File: src/design/game_pkg.sv
package game_pkg;

    localparam int BOARD_W = 10;   // cells per board side
    localparam int POS_W   = 4;    // one board coordinate
    localparam int TROOP_W = 9;    // default troop counter width
    localparam int STEP_W  = 12;   // moves played, two per round

    // every 16th round all player cells grow, not only cities and crowns
    localparam int GROWTH_PERIOD_LOG2 = 4;

    localparam logic [POS_W-1:0] RED_CROWN_H  = 4'd2;
    localparam logic [POS_W-1:0] RED_CROWN_V  = 4'd3;
    localparam logic [POS_W-1:0] BLUE_CROWN_H = 4'd8;
    localparam logic [POS_W-1:0] BLUE_CROWN_V = 4'd7;

    typedef enum logic [1:0] {NPC, RED, BLUE} player_t;

    typedef enum logic [1:0] {TERRITORY, MOUNTAIN, CROWN, CITY} piece_t;

    typedef enum logic [2:0] {
        KEY_W     = 3'd0,
        KEY_A     = 3'd1,
        KEY_S     = 3'd2,
        KEY_D     = 3'd3,
        KEY_SPACE = 3'd4,
        KEY_Z     = 3'd5,
        KEY_NONE  = 3'd6   // nothing pending
    } key_t;

    // upper bit set means move mode
    typedef enum logic [1:0] {
        CHOOSE     = 2'b00,
        MOVE_TOTAL = 2'b10,
        MOVE_HALF  = 2'b11
    } cursor_mode_t;

    typedef enum logic [2:0] {READY, IN_ROUND, CHECK_WIN, ROUND_SWITCH, GAME_OVER} game_state_t;

    typedef enum logic [1:0] {MOVE_BLOCKED, MOVE_PEACEFUL, MOVE_ATTACK} move_result_t;

    typedef struct packed {
        player_t owner;
        piece_t  piece;
    } cell_t;

endpackage

File: src/design/board_if.sv
`timescale 1ns/10ps

interface board_if import game_pkg::*; #(
    parameter int TROOP_W = game_pkg::TROOP_W
);

    logic [POS_W-1:0]   cur_h, cur_v;        // cursor cell
    player_t            cur_owner;
    logic [TROOP_W-1:0] cur_troop;
    logic [POS_W-1:0]   host_h, host_v;      // host read window
    cell_t              host_cell;
    logic [TROOP_W-1:0] host_troop;
    logic               move_req;
    logic [POS_W-1:0]   move_h, move_v;      // move target
    logic               half;
    move_result_t       move_result;
    logic               load_layout;
    logic               grow;
    logic               grow_all;
    player_t            current_player;
    logic               red_crown_lost;
    logic               blue_crown_lost;

    modport ctrl (
        output cur_h, cur_v, move_req, move_h, move_v, half,
        output load_layout, grow, grow_all, current_player,
        input  cur_owner, cur_troop, move_result, red_crown_lost, blue_crown_lost
    );

    modport store (
        input  cur_h, cur_v, host_h, host_v, move_req, move_h, move_v, half,
        input  load_layout, grow, grow_all, current_player,
        output cur_owner, cur_troop, host_cell, host_troop, move_result,
        output red_crown_lost, blue_crown_lost
    );

    modport host (output host_h, host_v, input host_cell, host_troop);

endinterface

File: src/design/game_regs.sv
`timescale 1ns/10ps

module game_regs import game_pkg::*; #(
    parameter int TROOP_W = game_pkg::TROOP_W
) (
    input  logic             clk_100M,
    input  logic             reset,
    input  logic             wb_cyc,
    input  logic             wb_stb,
    input  logic             wb_we,
    input  logic [7:0]       wb_adr,
    input  logic [31:0]      wb_dat_i,
    output logic [31:0]      wb_dat_o,
    output logic             wb_ack,
    output logic             start,
    board_if.host            board,
    input  game_state_t      state,
    input  player_t          current_player,
    input  player_t          winner,
    input  cursor_mode_t     cursor_mode,
    input  logic [POS_W-1:0] cursor_h,
    input  logic [POS_W-1:0] cursor_v
);

    localparam logic [7:0] ADR_CTRL   = 8'd0;
    localparam logic [7:0] ADR_STATUS = 8'd1;

    logic        req;
    logic [6:0]  cell_idx;   // 10 cells per column so the board fits above 128
    logic        cell_hit;
    logic [31:0] rd_data;

    assign req      = wb_cyc && wb_stb && !wb_ack;
    assign cell_idx = wb_adr[6:0];
    assign cell_hit = wb_adr[7] && cell_idx < 7'd100;

    assign board.host_h = cell_hit ? POS_W'(cell_idx / 7'd10) : '0;
    assign board.host_v = cell_hit ? POS_W'(cell_idx % 7'd10) : '0;

    always_comb begin
        rd_data = '0;
        if (wb_adr == ADR_STATUS) begin
            rd_data[2:0]   = state;
            rd_data[5:4]   = current_player;
            rd_data[7:6]   = winner;
            rd_data[9:8]   = cursor_mode;
            rd_data[19:16] = cursor_h;
            rd_data[23:20] = cursor_v;
        end else if (cell_hit) begin
            rd_data[TROOP_W-1:0] = board.host_troop;
            rd_data[17:16]       = board.host_cell.piece;
            rd_data[25:24]       = board.host_cell.owner;
        end
    end

    always_ff @(posedge clk_100M or posedge reset) begin
        if (reset) begin
            wb_ack <= 1'b0;
            start  <= 1'b0;
        end else begin
            wb_ack <= req;                 // one cycle, masked while high
            start  <= req && wb_we && wb_adr == ADR_CTRL && wb_dat_i[0];
        end
    end

    always_ff @(posedge clk_100M) begin
        if (req) begin
            wb_dat_o <= rd_data;
        end
    end

endmodule

File: src/flat_wrapper.sv
// flat-port wrapper written by rule: the top's interface ports become plain ports
module game_regs_flat import game_pkg::*;
#(
    parameter int TROOP_W = game_pkg::TROOP_W
)
  (clk_100M, reset, wb_cyc, wb_stb, wb_we, wb_adr, wb_dat_i, wb_dat_o, wb_ack, start, state, current_player, winner, cursor_mode, cursor_h, cursor_v, board_host_h, board_host_v, board_host_cell, board_host_troop);
  board_if #(.TROOP_W(TROOP_W)) board_i ();
  input  logic clk_100M;
  input  logic reset;
  input  logic wb_cyc;
  input  logic wb_stb;
  input  logic wb_we;
  input  logic [7:0] wb_adr;
  input  logic [31:0] wb_dat_i;
  output logic [31:0] wb_dat_o;
  output logic wb_ack;
  output logic start;
  input  game_state_t state;
  input  player_t current_player;
  input  player_t winner;
  input  cursor_mode_t cursor_mode;
  input  logic [POS_W-1:0] cursor_h;
  input  logic [POS_W-1:0] cursor_v;
  output wire logic [$bits(board_i.host_h)-1:0] board_host_h;
  output wire logic [$bits(board_i.host_v)-1:0] board_host_v;
  input wire logic [$bits(board_i.host_cell)-1:0] board_host_cell;
  input wire logic [$bits(board_i.host_troop)-1:0] board_host_troop;
  assign board_host_h = board_i.host_h;
  assign board_host_v = board_i.host_v;
  assign board_i.host_cell = board_host_cell;
  assign board_i.host_troop = board_host_troop;
  game_regs #(.TROOP_W(TROOP_W)) u_core (.clk_100M(clk_100M), .reset(reset), .wb_cyc(wb_cyc), .wb_stb(wb_stb), .wb_we(wb_we), .wb_adr(wb_adr), .wb_dat_i(wb_dat_i), .wb_dat_o(wb_dat_o), .wb_ack(wb_ack), .start(start), .board(board_i), .state(state), .current_player(current_player), .winner(winner), .cursor_mode(cursor_mode), .cursor_h(cursor_h), .cursor_v(cursor_v));
endmodule
File: config.mk
export PLATFORM = sky130hd
export DESIGN_NAME = game_regs_flat
export DESIGN_NICKNAME = d
export VERILOG_FILES = /design/src/design/game_pkg.sv /design/src/design/board_if.sv /design/src/design/game_regs.sv /design/src/flat_wrapper.sv
export SDC_FILE = /design/constraint.sdc
export NUM_CORES = 1
export LEC_CHECK = 0
export ABC_CLOCK_PERIOD_IN_PS = 5800
export BUFFER_PORTS_ARGS = -buffer_cell sky130_fd_sc_hd__buf_2
export CORE_MARGIN = 2
export CORE_UTILIZATION = 43
export CTS_CLUSTER_SIZE = 16
export DETAILED_ROUTE_END_ITERATION = 12
export PLACE_DENSITY = 0.85
export SYNTH_ARGS = -nofsm -noshare
export SYNTH_HDL_FRONTEND = slang
export SYNTH_SLANG_ARGS = --single-unit
File: constraint.sdc
create_clock -name clk_100M -period 5.8 [get_ports clk_100M]
set_clock_uncertainty 0.15 [all_clocks]
set_input_delay 1.16 -clock clk_100M [delete_from_list [all_inputs] [get_ports clk_100M]]
set_output_delay 1.16 -clock clk_100M [all_outputs]
set_load 0.02 [all_outputs]
==> qor.log <==
[clock_tree] Num Clock Sinks 22
[clock_tree] cts bufs inserted 3
[layout] final-stage net count 293
[floorplan] die outline height 64.0 um
[pwr] internal power 0.242 mW
[global_routing] vias in the first global route 1090
[pwr] switching portion of total power 29.8%
[place] detailed placer's ending HPWL 2550 um
[routing] DR pass1 iterations 4
[routing] post-route antenna net violation count 0
[critical_path] critical path endpoint category output pin
[logic_synthesis] flip-flop and latch count after synthesis 22
[logic_synthesis] most frequent cell after synthesis sky130_fd_sc_hd__edfxtp_1
[clock_tree] clock slew at the register clock pins of the worst setup and hold paths 0.11 ns
[pwr] relative contribution of sequential cells to total power 52.3%
[global_routing] pin count of the biggest net entering global routing 23
[logic_synthesis] Synth area leaders sky130_fd_sc_hd__edfxtp_1 (39%), sky130_fd_sc_hd__buf_4 (7.3%), sky130_fd_sc_hd__a22o_1 (5.7%), sky130_fd_sc_hd__and2_1 (4.4%), sky130_fd_sc_hd__a21oi_1 (3.6%)
[logic_synthesis] cell type with the highest aggregate area in the netlist sky130_fd_sc_hd__edfxtp_1
[critical_path] data required time at the worst endpoint 4.49 ns
[logic_synthesis] Most used DFF post-synth sky130_fd_sc_hd__edfxtp_1
[pwr] power density over the cells 185 mW/mm^2
[sta] Final period util 83.5%
[layout] synthesis-to-layout area growth 20.6%
[logic_synthesis] Post-synth EDFFs 20
[sta] FMAX 0.206 GHz
[place] worst setup slack before clock tree synthesis 0.999 ns
[place] count of placed standard cells including taps 258
[layout] count of antenna diodes in the layout 0
[floorplan] starting density of the core 45.6%
[clock_tree] insertion delay to the later sink of the worst-skew pair 0.29 ns
[sta] Worst Slack Setup Final 0.956 ns
[layout] Non-Filler Instances 262
[pwr] Psw 0.103 mW
[floorplan] IO Pins 117
[critical_path] data arrival time of the critical path 3.53 ns
[floorplan] die area 0.00409 sq mm
[clock_tree] count of H-tree levels built during CTS 1
[routing] drt via density 4.95
[critical_path] cell count of the worst reg-to-reg path 2
[clock_tree] post-CTS setup buffer count 0
[routing] aggregate routed wire length 3380 um
[floorplan] Die X-Extent 64.0 um
[pwr] Comb pwr share 28.1%
[floorplan] area of the core 0.00339 sq mm
[critical_path] kind of start point of the critical path primary input
[routing] Routed wire per std cell 12.9 um
[critical_path] top fanout value on the critical path 19
[critical_path] ordered list of cells on the worst path buf_2 -> nor2b_1 -> xor2_1 -> o32ai_1 -> a21oi_1 -> ha_1 -> mux4_2 -> a21oi_1 -> buf_2
[sta] min cycle time layout 4.84 ns
[sta] Final TNS setup 0 ns
[pwr] clock share of power 19.6%
[clock_tree] number of buffers inserted by hold repair at cts 0
[critical_path] slowest cell on the critical path sky130_fd_sc_hd__mux4_2
[global_routing] first-pass GRT wire length 5160 um
[layout] area of all placed cells without fillers 0.00186 sq mm
[global_routing] overall overflow remaining after global route 0
[routing] number of vias in the routed layout 1298
[pwr] IR drop worst, VDD 0.0000722 V
[global_routing] Tot GR Track Use 16.1%
[logic_synthesis] Synth Cell Area 0.00155 sq mm
[min_path] type of the most critical hold path in -> async
[sta] transition time at the pin with the least slew margin 0.571 ns
[clock_tree] CTS max path bufs 2
[sta] RSZ-0062 raised after global routing no
[floorplan] floorplan row count 21
[job] max cap viols 0
[sta] Final Setup Violations 0
[sta] number of pins exceeding their max-slew limit in the final report 0
[critical_path] largest incremental delay on the critical path 0.53 ns
[logic_synthesis] number of instances in the synthesized netlist 153
[critical_path] critical path type in -> out
[place] instance area at placement 0.00184 sq mm
[sta] worst slew slack as a fraction of its limit 61.9%
[routing] DR iter-0 viols 102
[routing] Remaining DRCs 0
[sta] number of endpoints with negative hold slack in the final report 0
[clock_tree] quantity of gates resized following cts 0
[layout] fraction of final layout cells with drive strength greater than 1 38.4%
[logic_synthesis] most frequent cells after synthesis sky130_fd_sc_hd__edfxtp_1 (20), sky130_fd_sc_hd__buf_4 (15), sky130_fd_sc_hd__a21oi_1 (11), sky130_fd_sc_hd__and2_1 (11), sky130_fd_sc_hd__a22o_1 (10)
[pwr] leakage power 0.876 nW
[place] routability congestion estimate 0.824
[place] port bufs 73
[logic_synthesis] count of synthesis-stage warnings from yosys 0
[run_status] result of the run complete, no violations
[logic_synthesis] number of distinct standard cells referenced by the synthesized netlist 47
[logic_synthesis] Avg Inst Size Synth 10.1 sq um
[clock_tree] clock root buffer master sky130_fd_sc_hd__clkbuf_4
[layout] final core utilization 55.0%
[clock_tree] TritonCTS clock tree done
[logic_synthesis] asr flop ratio synth 9.09%
[global_routing] antenna violations before repair 0
[logic_synthesis] sequential area share after synthesis 42.1%
[logic_synthesis] area share of the largest cell type after synthesis 38.8%
-- layout make-up --
cell class	count	area [sq um]
inverter	4	15.0
multi-input combinational	112	742
fill	321	1530
timing repair buffer	74	373
clock buffer	3	22.5
clock inverter	1	3.75
sequential	22	651
tap	46	57.6
-- worst max-delay path, delay by kind of cell --
family | cells | cell delay [ns]
compound gates | 3 | 0.50
xor+xnor | 1 | 0.17
fa+ha+maj | 1 | 0.34
buf+inv | 2 | 0.48
mux | 1 | 0.53
simple gates | 1 | 0.35
-- per-stage QoR --
step,hold WS (ns),power [mW]
final,0.543,0.345
after global routing,0.524,0.363
after CTS,0.530,0.347
after detailed placement,0.546,0.280
after global placement,0.530,0.279
after floorplan,0.736,0.259
-- power groups by stage --
stage                     logic (mW)  clock network (mW)  registers, mW
final                         0.0970              0.0675          0.180
after CTS                     0.0971              0.0696          0.180
after global placement        0.0955                   0          0.183
after detailed placement      0.0966                   0          0.184
after floorplan               0.0689                   0          0.191
after global routing           0.106              0.0763          0.181
-- state kept, by name, summed over array words and instances, names as in the netlist --
signal,count
u_core.start,1
u_core.wb_dat_o,20
u_core.wb_ack,1
-- layer usage --
| metal | share of wire (%) | vias up | global-route usage, % | routed length (um) |
|---|---|---|---|---|
| met5 | 0 | - | 0 | 0 |
| met1 | 43 | 572 | 22.0 | 1460 |
| met3 | 7.0 | 2 | 1.58 | 238 |
| met4 | 0.83 | 0 | 4.89 | 28 |
| met2 | 49 | 63 | 26.8 | 1660 |
| li1 | - | 661 | - | - |
-- placed cells by master (no fill, tap or decap), types with 2 or more instances in the layout --
cell type	instances
sky130_fd_sc_hd__edfxtp_1	20
sky130_fd_sc_hd__inv_1	4
sky130_fd_sc_hd__and2_1	11
sky130_fd_sc_hd__nand3b_1	4
sky130_fd_sc_hd__a22o_1	10
sky130_fd_sc_hd__nand3_1	2
sky130_fd_sc_hd__nor2_1	8
sky130_fd_sc_hd__dfrtp_1	2
sky130_fd_sc_hd__nand2_1	8
sky130_fd_sc_hd__a21oi_1	11
sky130_fd_sc_hd__nor3_1	2
sky130_fd_sc_hd__nor2b_1	5
sky130_fd_sc_hd__a221oi_1	2
sky130_fd_sc_hd__or3b_1	2
sky130_fd_sc_hd__and3_1	5
sky130_fd_sc_hd__clkbuf_4	3
sky130_fd_sc_hd__mux2i_1	2
sky130_fd_sc_hd__xor2_1	2
sky130_fd_sc_hd__buf_2	73
sky130_fd_sc_hd__nand4_1	2
sky130_fd_sc_hd__o21ai_0	2
sky130_fd_sc_hd__conb_1	12
-- path summary, 6_finish.rpt --
kind / start / endpoint / slack (ns)
max: wb_adr[5] / board_host_v[3] / 0.96
min in group clk_100M: u_core.wb_ack / u_core.wb_ack / 0.55
max in group asynchronous: reset / u_core.start / 4.85
max reg2reg: u_core.wb_ack / u_core.wb_dat_o[4] / 4.54
min reg2reg: u_core.wb_ack / u_core.wb_ack / 0.55
min: reset / u_core.wb_ack / 0.54
-- logic make-up (layout without fill, tap and decap cells) --
kind of cell	count (synthesis)	after routing	synth area share (%)
simple gates	58	58	23.1
fa+ha+maj	1	1	0.809
flops	22	22	42.1
xor+xnor	3	3	1.70
mux	3	3	2.75
other cells	1	12	0.242
buf+inv	30	82	12.6
compound gates	35	35	16.7
(Power assumes the default switching activity.)
