`config.mk`:
```
export PLATFORM = sky130hd
export DESIGN_NAME = game_ctrl_flat
export DESIGN_NICKNAME = d
export VERILOG_FILES = /design/src/design/game_pkg.sv /design/src/design/board_if.sv /design/src/design/game_ctrl.sv /design/src/flat_wrapper.sv
export SDC_FILE = /design/constraint.sdc
export NUM_CORES = 1
export LEC_CHECK = 0
export BUFFER_PORTS_ARGS = -buffer_cell sky130_fd_sc_hd__buf_2
export CAP_MARGIN = 20
export CORE_MARGIN = 5
export CORE_UTILIZATION = 50
export DETAILED_ROUTE_END_ITERATION = 7
export PLACE_DENSITY = 0.76
export SYNTH_ARGS = -nofsm -noshare
export SYNTH_HDL_FRONTEND = slang
export SYNTH_SLANG_ARGS = --single-unit
```
`constraint.sdc`:
```
create_clock -name clk_100M -period 4.35 [get_ports clk_100M]
set_clock_uncertainty 0.05 [all_clocks]
set_input_delay 0.435 -clock clk_100M [delete_from_list [all_inputs] [get_ports clk_100M]]
set_output_delay 0.435 -clock clk_100M [all_outputs]
set_load 0.03 [all_outputs]
```
`src/design/game_pkg.sv`:
```
package game_pkg;

    localparam int BOARD_W = 10;   // cells per board side
    localparam int POS_W   = 4;    // one board coordinate
    localparam int TROOP_W = 9;    // default troop counter width
    localparam int STEP_W  = 12;   // moves played, two per round

    // every 16th round all player cells grow, not only cities and crowns
    localparam int GROWTH_PERIOD_LOG2 = 4;

    localparam logic [POS_W-1:0] RED_CROWN_H  = 4'd2;
    localparam logic [POS_W-1:0] RED_CROWN_V  = 4'd3;
    localparam logic [POS_W-1:0] BLUE_CROWN_H = 4'd8;
    localparam logic [POS_W-1:0] BLUE_CROWN_V = 4'd7;

    typedef enum logic [1:0] {NPC, RED, BLUE} player_t;

    typedef enum logic [1:0] {TERRITORY, MOUNTAIN, CROWN, CITY} piece_t;

    typedef enum logic [2:0] {
        KEY_W     = 3'd0,
        KEY_A     = 3'd1,
        KEY_S     = 3'd2,
        KEY_D     = 3'd3,
        KEY_SPACE = 3'd4,
        KEY_Z     = 3'd5,
        KEY_NONE  = 3'd6   // nothing pending
    } key_t;

    // upper bit set means move mode
    typedef enum logic [1:0] {
        CHOOSE     = 2'b00,
        MOVE_TOTAL = 2'b10,
        MOVE_HALF  = 2'b11
    } cursor_mode_t;

    typedef enum logic [2:0] {READY, IN_ROUND, CHECK_WIN, ROUND_SWITCH, GAME_OVER} game_state_t;

    typedef enum logic [1:0] {MOVE_BLOCKED, MOVE_PEACEFUL, MOVE_ATTACK} move_result_t;

    typedef struct packed {
        player_t owner;
        piece_t  piece;
    } cell_t;

endpackage

```
`src/design/board_if.sv`:
```
`timescale 1ns/10ps

interface board_if import game_pkg::*; #(
    parameter int TROOP_W = game_pkg::TROOP_W
);

    logic [POS_W-1:0]   cur_h, cur_v;        // cursor cell
    player_t            cur_owner;
    logic [TROOP_W-1:0] cur_troop;
    logic [POS_W-1:0]   host_h, host_v;      // host read window
    cell_t              host_cell;
    logic [TROOP_W-1:0] host_troop;
    logic               move_req;
    logic [POS_W-1:0]   move_h, move_v;      // move target
    logic               half;
    move_result_t       move_result;
    logic               load_layout;
    logic               grow;
    logic               grow_all;
    player_t            current_player;
    logic               red_crown_lost;
    logic               blue_crown_lost;

    modport ctrl (
        output cur_h, cur_v, move_req, move_h, move_v, half,
        output load_layout, grow, grow_all, current_player,
        input  cur_owner, cur_troop, move_result, red_crown_lost, blue_crown_lost
    );

    modport store (
        input  cur_h, cur_v, host_h, host_v, move_req, move_h, move_v, half,
        input  load_layout, grow, grow_all, current_player,
        output cur_owner, cur_troop, host_cell, host_troop, move_result,
        output red_crown_lost, blue_crown_lost
    );

    modport host (output host_h, host_v, input host_cell, host_troop);

endinterface

```
`src/design/game_ctrl.sv`:
```
`timescale 1ns/10ps

module game_ctrl import game_pkg::*; (
    input  logic             clk_100M,
    input  logic             reset,
    input  logic             key_ready,
    input  logic [2:0]       key_data,
    output logic             key_read_fin,
    input  logic             start,
    board_if.ctrl            board,
    output game_state_t      state,
    output player_t          current_player,
    output player_t          winner,
    output cursor_mode_t     cursor_mode,
    output logic [POS_W-1:0] cursor_h,
    output logic [POS_W-1:0] cursor_v
);

    key_t              pending;     // last key not yet settled
    logic [STEP_W-1:0] step_cnt;
    logic [STEP_W-1:0] round_next;  // round count once this step is done
    logic              fsm_run;
    logic              tgt_ok;
    logic [POS_W-1:0]  tgt_h;
    logic [POS_W-1:0]  tgt_v;
    player_t           next_player;

    assign fsm_run     = !key_ready;   // key cycles only latch
    assign round_next  = (step_cnt + 1'b1) >> 1;
    assign next_player = (current_player == RED) ? BLUE : RED;

    // neighbour cell of the pending WASD key, valid only inside the board
    always_comb begin
        tgt_ok = 1'b0;
        tgt_h  = cursor_h;
        tgt_v  = cursor_v;
        case (pending)
            KEY_W: begin
                tgt_ok = cursor_v != '0;
                tgt_v  = tgt_ok ? cursor_v - 1'b1 : cursor_v;
            end
            KEY_A: begin
                tgt_ok = cursor_h != '0;
                tgt_h  = tgt_ok ? cursor_h - 1'b1 : cursor_h;
            end
            KEY_S: begin
                tgt_ok = cursor_v != POS_W'(BOARD_W - 1);
                tgt_v  = tgt_ok ? cursor_v + 1'b1 : cursor_v;
            end
            KEY_D: begin
                tgt_ok = cursor_h != POS_W'(BOARD_W - 1);
                tgt_h  = tgt_ok ? cursor_h + 1'b1 : cursor_h;
            end
            default: ;
        endcase
    end

    assign board.cur_h          = cursor_h;
    assign board.cur_v          = cursor_v;
    assign board.move_h         = tgt_h;
    assign board.move_v         = tgt_v;
    assign board.half           = cursor_mode == MOVE_HALF;
    assign board.current_player = current_player;
    assign board.load_layout    = fsm_run && state == READY && start;
    assign board.move_req       = fsm_run && state == IN_ROUND && cursor_mode != CHOOSE
                                  && tgt_ok && board.move_result != MOVE_BLOCKED;
    // growth at the end of every full round
    assign board.grow     = fsm_run && state == ROUND_SWITCH && step_cnt[0];
    assign board.grow_all = round_next[GROWTH_PERIOD_LOG2-1:0] == '0;

    always_ff @(posedge clk_100M or posedge reset) begin
        if (reset) begin
            key_read_fin   <= 1'b0;
            pending        <= KEY_NONE;
            state          <= READY;
            current_player <= NPC;
            winner         <= NPC;
            cursor_mode    <= CHOOSE;
            cursor_h       <= '0;
            cursor_v       <= '0;
            step_cnt       <= '0;
        end else begin
            key_read_fin <= key_ready;   // held while the source holds ready
            if (key_ready) begin
                if (key_data <= 3'd5) begin
                    pending <= key_t'(key_data);   // overwrites an unsettled key
                end
            end else begin
                case (state)
                    READY: if (start) begin
                        state          <= IN_ROUND;
                        pending        <= KEY_NONE;
                        current_player <= RED;      // red opens
                        winner         <= NPC;
                        cursor_mode    <= CHOOSE;
                        cursor_h       <= RED_CROWN_H;
                        cursor_v       <= RED_CROWN_V;
                        step_cnt       <= '0;
                    end
                    IN_ROUND: if (pending != KEY_NONE) begin
                        pending <= KEY_NONE;
                        if (cursor_mode == CHOOSE) begin
                            if (tgt_ok) begin
                                cursor_h <= tgt_h;
                                cursor_v <= tgt_v;
                            end else if (pending == KEY_SPACE
                                         && board.cur_owner == current_player
                                         && board.cur_troop >= 2) begin
                                cursor_mode <= MOVE_TOTAL;
                            end
                        end else if (pending == KEY_Z) begin
                            cursor_mode <= (cursor_mode == MOVE_TOTAL) ? MOVE_HALF : MOVE_TOTAL;
                        end else if (pending == KEY_SPACE) begin
                            cursor_mode <= CHOOSE;
                        end else if (board.move_req) begin
                            state <= (board.move_result == MOVE_ATTACK) ? CHECK_WIN : ROUND_SWITCH;
                        end
                    end
                    CHECK_WIN: begin
                        if (board.red_crown_lost) begin
                            winner <= BLUE;
                            state  <= GAME_OVER;
                        end else if (board.blue_crown_lost) begin
                            winner <= RED;
                            state  <= GAME_OVER;
                        end else begin
                            state <= ROUND_SWITCH;
                        end
                    end
                    ROUND_SWITCH: begin
                        current_player <= next_player;
                        cursor_mode    <= CHOOSE;
                        cursor_h       <= (next_player == RED) ? RED_CROWN_H : BLUE_CROWN_H;
                        cursor_v       <= (next_player == RED) ? RED_CROWN_V : BLUE_CROWN_V;
                        step_cnt       <= step_cnt + 1'b1;
                        state          <= IN_ROUND;
                    end
                    GAME_OVER: pending <= KEY_NONE;  // keys are acked and dropped
                    default: state <= READY;
                endcase
            end
        end
    end

endmodule

```
`src/flat_wrapper.sv`:
```
// flat-port wrapper written by rule: the top's interface ports become plain ports
module game_ctrl_flat import game_pkg::*;
  (clk_100M, reset, key_ready, key_data, key_read_fin, start, state, current_player, winner, cursor_mode, cursor_h, cursor_v, board_cur_h, board_cur_v, board_move_req, board_move_h, board_move_v, board_half, board_load_layout, board_grow, board_grow_all, board_current_player, board_cur_owner, board_cur_troop, board_move_result, board_red_crown_lost, board_blue_crown_lost);
  board_if board_i ();
  input  logic clk_100M;
  input  logic reset;
  input  logic key_ready;
  input  logic [2:0] key_data;
  output logic key_read_fin;
  input  logic start;
  output game_state_t state;
  output player_t current_player;
  output player_t winner;
  output cursor_mode_t cursor_mode;
  output logic [POS_W-1:0] cursor_h;
  output logic [POS_W-1:0] cursor_v;
  output wire logic [$bits(board_i.cur_h)-1:0] board_cur_h;
  output wire logic [$bits(board_i.cur_v)-1:0] board_cur_v;
  output wire logic [$bits(board_i.move_req)-1:0] board_move_req;
  output wire logic [$bits(board_i.move_h)-1:0] board_move_h;
  output wire logic [$bits(board_i.move_v)-1:0] board_move_v;
  output wire logic [$bits(board_i.half)-1:0] board_half;
  output wire logic [$bits(board_i.load_layout)-1:0] board_load_layout;
  output wire logic [$bits(board_i.grow)-1:0] board_grow;
  output wire logic [$bits(board_i.grow_all)-1:0] board_grow_all;
  output wire logic [$bits(board_i.current_player)-1:0] board_current_player;
  input wire logic [$bits(board_i.cur_owner)-1:0] board_cur_owner;
  input wire logic [$bits(board_i.cur_troop)-1:0] board_cur_troop;
  input wire logic [$bits(board_i.move_result)-1:0] board_move_result;
  input wire logic [$bits(board_i.red_crown_lost)-1:0] board_red_crown_lost;
  input wire logic [$bits(board_i.blue_crown_lost)-1:0] board_blue_crown_lost;
  assign board_cur_h = board_i.cur_h;
  assign board_cur_v = board_i.cur_v;
  assign board_move_req = board_i.move_req;
  assign board_move_h = board_i.move_h;
  assign board_move_v = board_i.move_v;
  assign board_half = board_i.half;
  assign board_load_layout = board_i.load_layout;
  assign board_grow = board_i.grow;
  assign board_grow_all = board_i.grow_all;
  assign board_current_player = board_i.current_player;
  assign board_i.cur_owner = board_cur_owner;
  assign board_i.cur_troop = board_cur_troop;
  assign board_i.move_result = board_move_result;
  assign board_i.red_crown_lost = board_red_crown_lost;
  assign board_i.blue_crown_lost = board_blue_crown_lost;
  game_ctrl u_core (.clk_100M(clk_100M), .reset(reset), .key_ready(key_ready), .key_data(key_data), .key_read_fin(key_read_fin), .start(start), .board(board_i), .state(state), .current_player(current_player), .winner(winner), .cursor_mode(cursor_mode), .cursor_h(cursor_h), .cursor_v(cursor_v));
endmodule
```
==> metrics.cfg, run 1 <==
[worst_setup_path]
cp_slowest_cell = dfrtp_1
critPathKind = reg -> out
crit_required_ns = 3.87
critical_path_buf_inv_count = 2
crit_chain = inv_1 > ha_1 > nor3b_2 > or2_4 > nand4_4 > nor4b_4 > buf_2
arrival_ns = 2.22
reg2reg_slack_ns = 2.20
crit_family = simple AND/OR/NAND/NOR gates
start_kind = register
cp-end-kind = primary output
cpPeakStageDelay_ns = 0.48
crit_path_max_fanout = 9

[global_route]
grt_pass1_vias = 1713
grt_pass1_wl_mm = 8.19
grt.overflow.total = 0
grt_usage_pct = 18.8
grt_antenna_before_repair = 0
grt_max_degree = 27

[yosys]
ys_ff_latch = 26
synth_compound_area_share_pct = 24.6
yosysWarningCount = 0
muxShareOfSynthArea_pct = 1.98
avgSynthCellArea_sq_um = 8.72
synth.most_common_cell = dfrtp_1
synth-xor-area-share_pct = 2.60
syn_area_sq_mm = 0.00202
yosysSeqAreaShare_pct = 32.3
synth_edf_count = 0
netlist_instances = 232
ys.flop_type = dfrtp_1
netlist-cell-type-count = 60
synth_top_area_share_pct = 29.7
syn_nets = 261
yosys.area.top_type = dfrtp_1
synthTopCellsByCount = dfrtp_1, nor2_1, nand2_1, o21ai_0
synthAdderAreaFrac_pct = 4.33
synthSimpleGateAreaFrac_pct = 25.5
synth_top_family_by_area = simple AND/OR/NAND/NOR gates
async_reset_ff_share_pct = 100
synth_area_leaders = dfrtp_1, ha_1, buf_4, o21ai_0, nor2_1

[power]
leakagePower_nw = 1.12
powerDensity_mw_per_mm2 = 651
irDropWorstVdd_mv = 0.334

[floorplanning]
io_pins = 63
dieArea_sq_mm = 0.00542
core_sq_mm = 0.00397
fp-row-count = 23
fp.dieW_um = 73.6
chipHeight_um = 73.6
initial_utilization_pct = 50.9

[placed_design]
dp_hpwl_mm = 3.68
place_congestion = 0.804
portBuffers = 61
placedCellCount = 322

[sta]
relSlewSlack_pct = 49.7
rsz0062_at_grt = no
slew_violations = 0
worst_pin_slew_ns = 0.749
fmax_mhz = 370
finalHoldViolations = 0
period_share_pct = 62.1
fin_crit_ns = 2.70
finalSetupTns_ns = 0
setup_viol = 0
holdWs_ns = 0.00370

[final_layout]
postLayoutCoreUtil_pct = 59.4
drive_gt1_share_pct = 30.0
stdcell_count = 327
final_nets = 307
diodes = 0
syn2layout_area_growth_pct = 16.6

[route]
drt_iter0_drc = 136
vias = 1918
wl_mm = 4.88
dr.pass1.iters = 5
drtAntennaViolNets = 0
routedWlPerCell_um = 14.9
vias_per_cell = 5.87
drc = 0

[clocking]
cts_buffers = 3
cts_hold_buffers = 0
cts_sinks = 26
clk_root_buffer_cell = clkbuf_8
cts_tree = done
path_clk_slew_ns = 0.09
worst_skew_pair.late_latency_ns = 0.27
htreeDepth = 1
postCtsSetupRepairBufs = 0
cts-resized-gates = 0
clk_path_buf_depth = 2

[worst_hold_path]
hp-class = in -> async

[run_status]
status = completed

[run]
cap_violations = 0

-- cells by family (layout without fill, tap and decap cells) --
kind of cell,after synthesis,after routing
adders and majority gates,7,7
buffers and inverters,33,78
xor gates and xnor gates,6,6
AOI/OAI and AO/OA,69,69
muxes,4,4
DFF,26,26
and+or+nand+nor,87,87
-- stage by stage --
stage / setup slack [ns] / power [mW] / instance area, sq um
finish: 1.65 / 1.54 / 2360
global placement: 1.97 / 1.32 / 2260
floorplan: 1.87 / 1.16 / 2020
CTS: 1.62 / 1.55 / 2330
detailed placement: 1.94 / 1.34 / 2260
global route: 1.51 / 1.64 / 2360
-- routing by layer --
layer  GRT usage [%]  vias to the layer above  share of wire, %
li1                -                      941                 -
met1            26.9                      908                46
met2            30.4                       64                47
met3            1.92                        5               6.4
met4            4.23                        0              0.86
met5               0                        -                 0
-- power breakdown --
group          switching [mW]  total (mW)  internal (mW)
Clock                  0.0782       0.201          0.123
Sequential              0.128       0.440          0.312
Combinational           0.594       0.895          0.301
-- final timing paths --
check / to / depth (start not counted) / from
min in group clk_100M: u_core.pending[1]$_DFFE_PP1P_ / 3 / key_data[1]
worst min register to register: u_core.winner[0]$_DFFE_PP0P_ / 2 / u_core.winner[0]$_DFFE_PP0P_
worst min-delay path: u_core.step_cnt[0]$_DFFE_PP0P_ / 2 / reset
max in group asynchronous: u_core.pending[2]$_DFFE_PP1P_ / 3 / reset
worst max register to register: u_core.board.cur_h[1]$_DFFE_PP0P_ / 7 / u_core.board.cur_v[1]$_DFFE_PP0P_
worst max-delay path: board_move_req / 7 / u_core.board.cur_h[0]$_DFFE_PP0P_
-- cells in the final DEF (no fill, tap or decap), types with 5 or more instances in the layout --
| master | instances |
|---|---|
| o21ai_0 | 15 |
| nand3_1 | 8 |
| nor2_1 | 18 |
| nand2_1 | 15 |
| nor4_1 | 6 |
| inv_1 | 12 |
| a21oi_1 | 12 |
| ha_1 | 7 |
| nor3_1 | 6 |
| dfrtp_1 | 24 |
| buf_2 | 61 |
| xnor2_1 | 5 |
| and2_1 | 5 |
| a31oi_1 | 6 |
-- flip-flops by register name, indices dropped and copies added, names as in the netlist, 2 cells and up --
name / count
u_core.board.cur_h: 4
u_core.board.cur_v: 4
u_core.board.current_player: 2
u_core.cursor_mode: 2
u_core.pending: 3
u_core.state: 3
u_core.step_cnt: 5
u_core.winner: 2
-- final cells by class --
class                           count  area (sq um)
Timing Repair Buffer               62           333
Tap cell                           50          62.6
Multi-Input combinational cell    173          1190
Clock inverter                      1          30.0
Inverter                           12          45.0
Clock buffer                        3          41.3
Sequential cell                    26           653
Fill cell                         377          1610
Note: power is estimated with default switching activity, not from simulation.
==> inputs of run 2 (changes only) <==
Settings changed: CORE_UTILIZATION 50 to 47, PLACE_DENSITY 0.76 to 0.75.
Clock period 4.35 ns to 2.4 ns, I/O delays scaled along.
==> run 2 against run 1 <==
Highest routed layer unchanged. Global-route usage increased by 0.50 points. Sequential power is 73% higher. Largest power group unchanged. Register-to-register slack worse by 2.0 ns. First-iteration DRC count is 38% lower.
==> metrics.cfg, run 2 (synthesis gave the netlist of run 1 again) <==
[sta]
fin_crit_ns = 2.32
period_share_pct = 96.8
worst_pin_slew_ns = 0.574  ; -0.174 ns
fmax_mhz = 430
holdWs_ns = 0.110  ; +0.106 ns
setup_viol = 0  ; unchanged
slew_violations = 0  ; unchanged
relSlewSlack_pct = 61.6  ; +12 points
fin_ws_ns = 0.0765  ; -1.57 ns
finalHoldViolations = 0  ; unchanged

[worst_setup_path]
r2r_start = u_core.board.cur_v[1]$_DFFE_PP0P_
crit_path_max_fanout = 6  ; -3
rr_worst_depth = 9  ; +2
cp-end-kind = primary output
cp_slowest_cell = dfrtp_1
reg2reg_slack_ns = 0.19  ; -2.01 ns
cpPeakStageDelay_ns = 0.44  ; -0.04 ns
arrival_ns = 2.03  ; -0.19 ns
worstReg2RegEnd = u_core.board.cur_h[1]$_DFFE_PP0P_
start_kind = register
crit_required_ns = 2.11  ; -1.76 ns
critPathKind = reg -> out
crit_top_cell = buf_4
critPathLaunch = u_core.board.cur_v[1]$_DFFE_PP0P_
crit_chain = inv_1 > ha_1 > nand2_1 > o211ai_1 > buf_4 > nand4_4 > nor4b_4 > buf_4

[final_layout]
mostFrequentLayoutCells = buf_2, dfrtp_1, nor2_1, buf_4
postLayoutCoreUtil_pct = 60.1  ; +0.65 points
regMostFlops = u_core.step_cnt
final_common_cell = buf_2
diodes = 0  ; unchanged
syn2layout_area_growth_pct = 21.3
final_area_sq_mm = 0.00245  ; +4.0%
final_nets = 321  ; +4.6%
largest_reg_flops = 5  ; unchanged
drive_gt1_share_pct = 34.0  ; +4.1 points

[floorplanning]
dieArea_sq_mm = 0.00572  ; +5.5%
chipHeight_um = 75.6  ; +2.7%
initial_utilization_pct = 49.5  ; -1.4 points
core_sq_mm = 0.00409  ; +2.9%
fp.dieW_um = 75.6  ; +2.7%
io_pins = 63  ; unchanged
fp-row-count = 23  ; unchanged

[worst_hold_path]
min-delay-start = key_data[1]
min_path_cells = 3
min_to = u_core.pending[1]$_DFFE_PP1P_
hp-class = in -> reg

[power]
powerDensity_mw_per_mm2 = 1140  ; +75%
leakagePower_nw = 1.18  ; +5.0%
irDropWorstVdd_mv = 0.595  ; +78%

[placed_design]
portBuffers = 61  ; unchanged
dpl_cell_area_sq_mm = 0.00232  ; +2.7%
dpl_worst_slack_ns = 0.284  ; -1.66 ns
place_congestion = 0.862  ; +7.2%
dp_hpwl_mm = 3.76  ; +2.2%

[clocking]
cts_buffers = 3  ; unchanged
cts_tree = done
clk_root_buffer_cell = clkbuf_8
path_clk_slew_ns = 0.09  ; about the same
clk_path_buf_depth = 2  ; unchanged
htreeDepth = 1  ; unchanged
cts_sinks = 26  ; unchanged
worst_skew_pair.late_latency_ns = 0.27  ; about the same

[global_route]
grt_pass1_vias = 1925  ; +12%
grt_usage_pct = 19.3  ; +0.50 points
grt_max_degree = 27  ; unchanged
grt.overflow.total = 0  ; unchanged
grt_pass1_wl_mm = 8.67  ; +5.9%
grt_antenna_before_repair = 0  ; unchanged

[run_status]
status = completed

[route]
routedWlPerCell_um = 14.8  ; -0.59%
vias = 1962  ; +2.3%
wl_mm = 5.06  ; +3.7%
vias_per_cell = 5.75  ; -1.9%
drt_iter0_drc = 84  ; -38%
dr.pass1.iters = 4  ; -1
drtAntennaViolNets = 0  ; unchanged
drc = 0  ; unchanged

[run]
cap_violations = 0  ; unchanged

==> run 2: where the power goes <==
group | switching [mW] | total (mW) | leakage (nW) | internal (mW)
clock | 0.141 | 0.288 | 0.0288 | 0.147
combinational | 1.15 | 1.76 | 0.827 | 0.610
sequential | 0.191 | 0.760 | 0.320 | 0.569
==> run 2: final cells by class <==
| cell class | count | area [sq um] |
|---|---|---|
| clock buffer | 4 | 55.1 |
| fill | 363 | 1630 |
| inverter | 12 | 45.0 |
| multi-input combinational | 173 | 1200 |
| sequential | 26 | 659 |
| tap | 50 | 62.6 |
| timing repair buffer | 76 | 430 |
==> run 2: per-layer routing <==
metal | part of all wire, % | GRT usage, % | up-vias
li1 | - | - | 969
met1 | 44 | 25.5 | 927
met2 | 49 | 32.9 | 62
met3 | 6.8 | 3.69 | 4
met4 | 0.53 | 3.69 | 0
met5 | 0 | 0 | -
==> run 2: worst max-delay path by stage <==
stage / end / slack, ns / cells past startpoint
after global placement: board_move_req / 0.30 / 5
after floorplan: u_core.board.cur_h[1]$_DFFE_PP0P_ / 0.06 / 7
final: board_move_req / 0.08 / 8
after CTS: board_move_req / 0.009 / 6
after global routing: board_move_req / -0.05 / 8
after detailed placement: board_move_req / 0.28 / 5
==> run 2: critical path: cells and delay by family, from the launching register on <==
kind            cells  cell delay, ns
buf+inv             3            0.49
flops               1            0.44
simple gates        3            0.39
compound gates      1            0.29
fa+ha+maj           1            0.16
==> run 2: per-stage QoR <==
step | TNS [ns] | total power [mW] | std cells
floorplan | 0 | 2.10 | 232
global placement | 0 | 2.45 | 330
detailed placement | 0 | 2.48 | 330
CTS | 0 | 2.78 | 335
global route | -0.0548 | 3.02 | 341
finish | 0 | 2.80 | 341
==> run 2: timing repair <==
item | in CTS | in global routing
gates resized for setup | 2 | 7
gates cloned | 0 | 0
setup buffers | 0 | 6
hold buffers | 1 | 0
setup endpoints to repair | 1 | 4
pin swaps | 0 | 3
endpoints found under the hold margin | 24 | 0
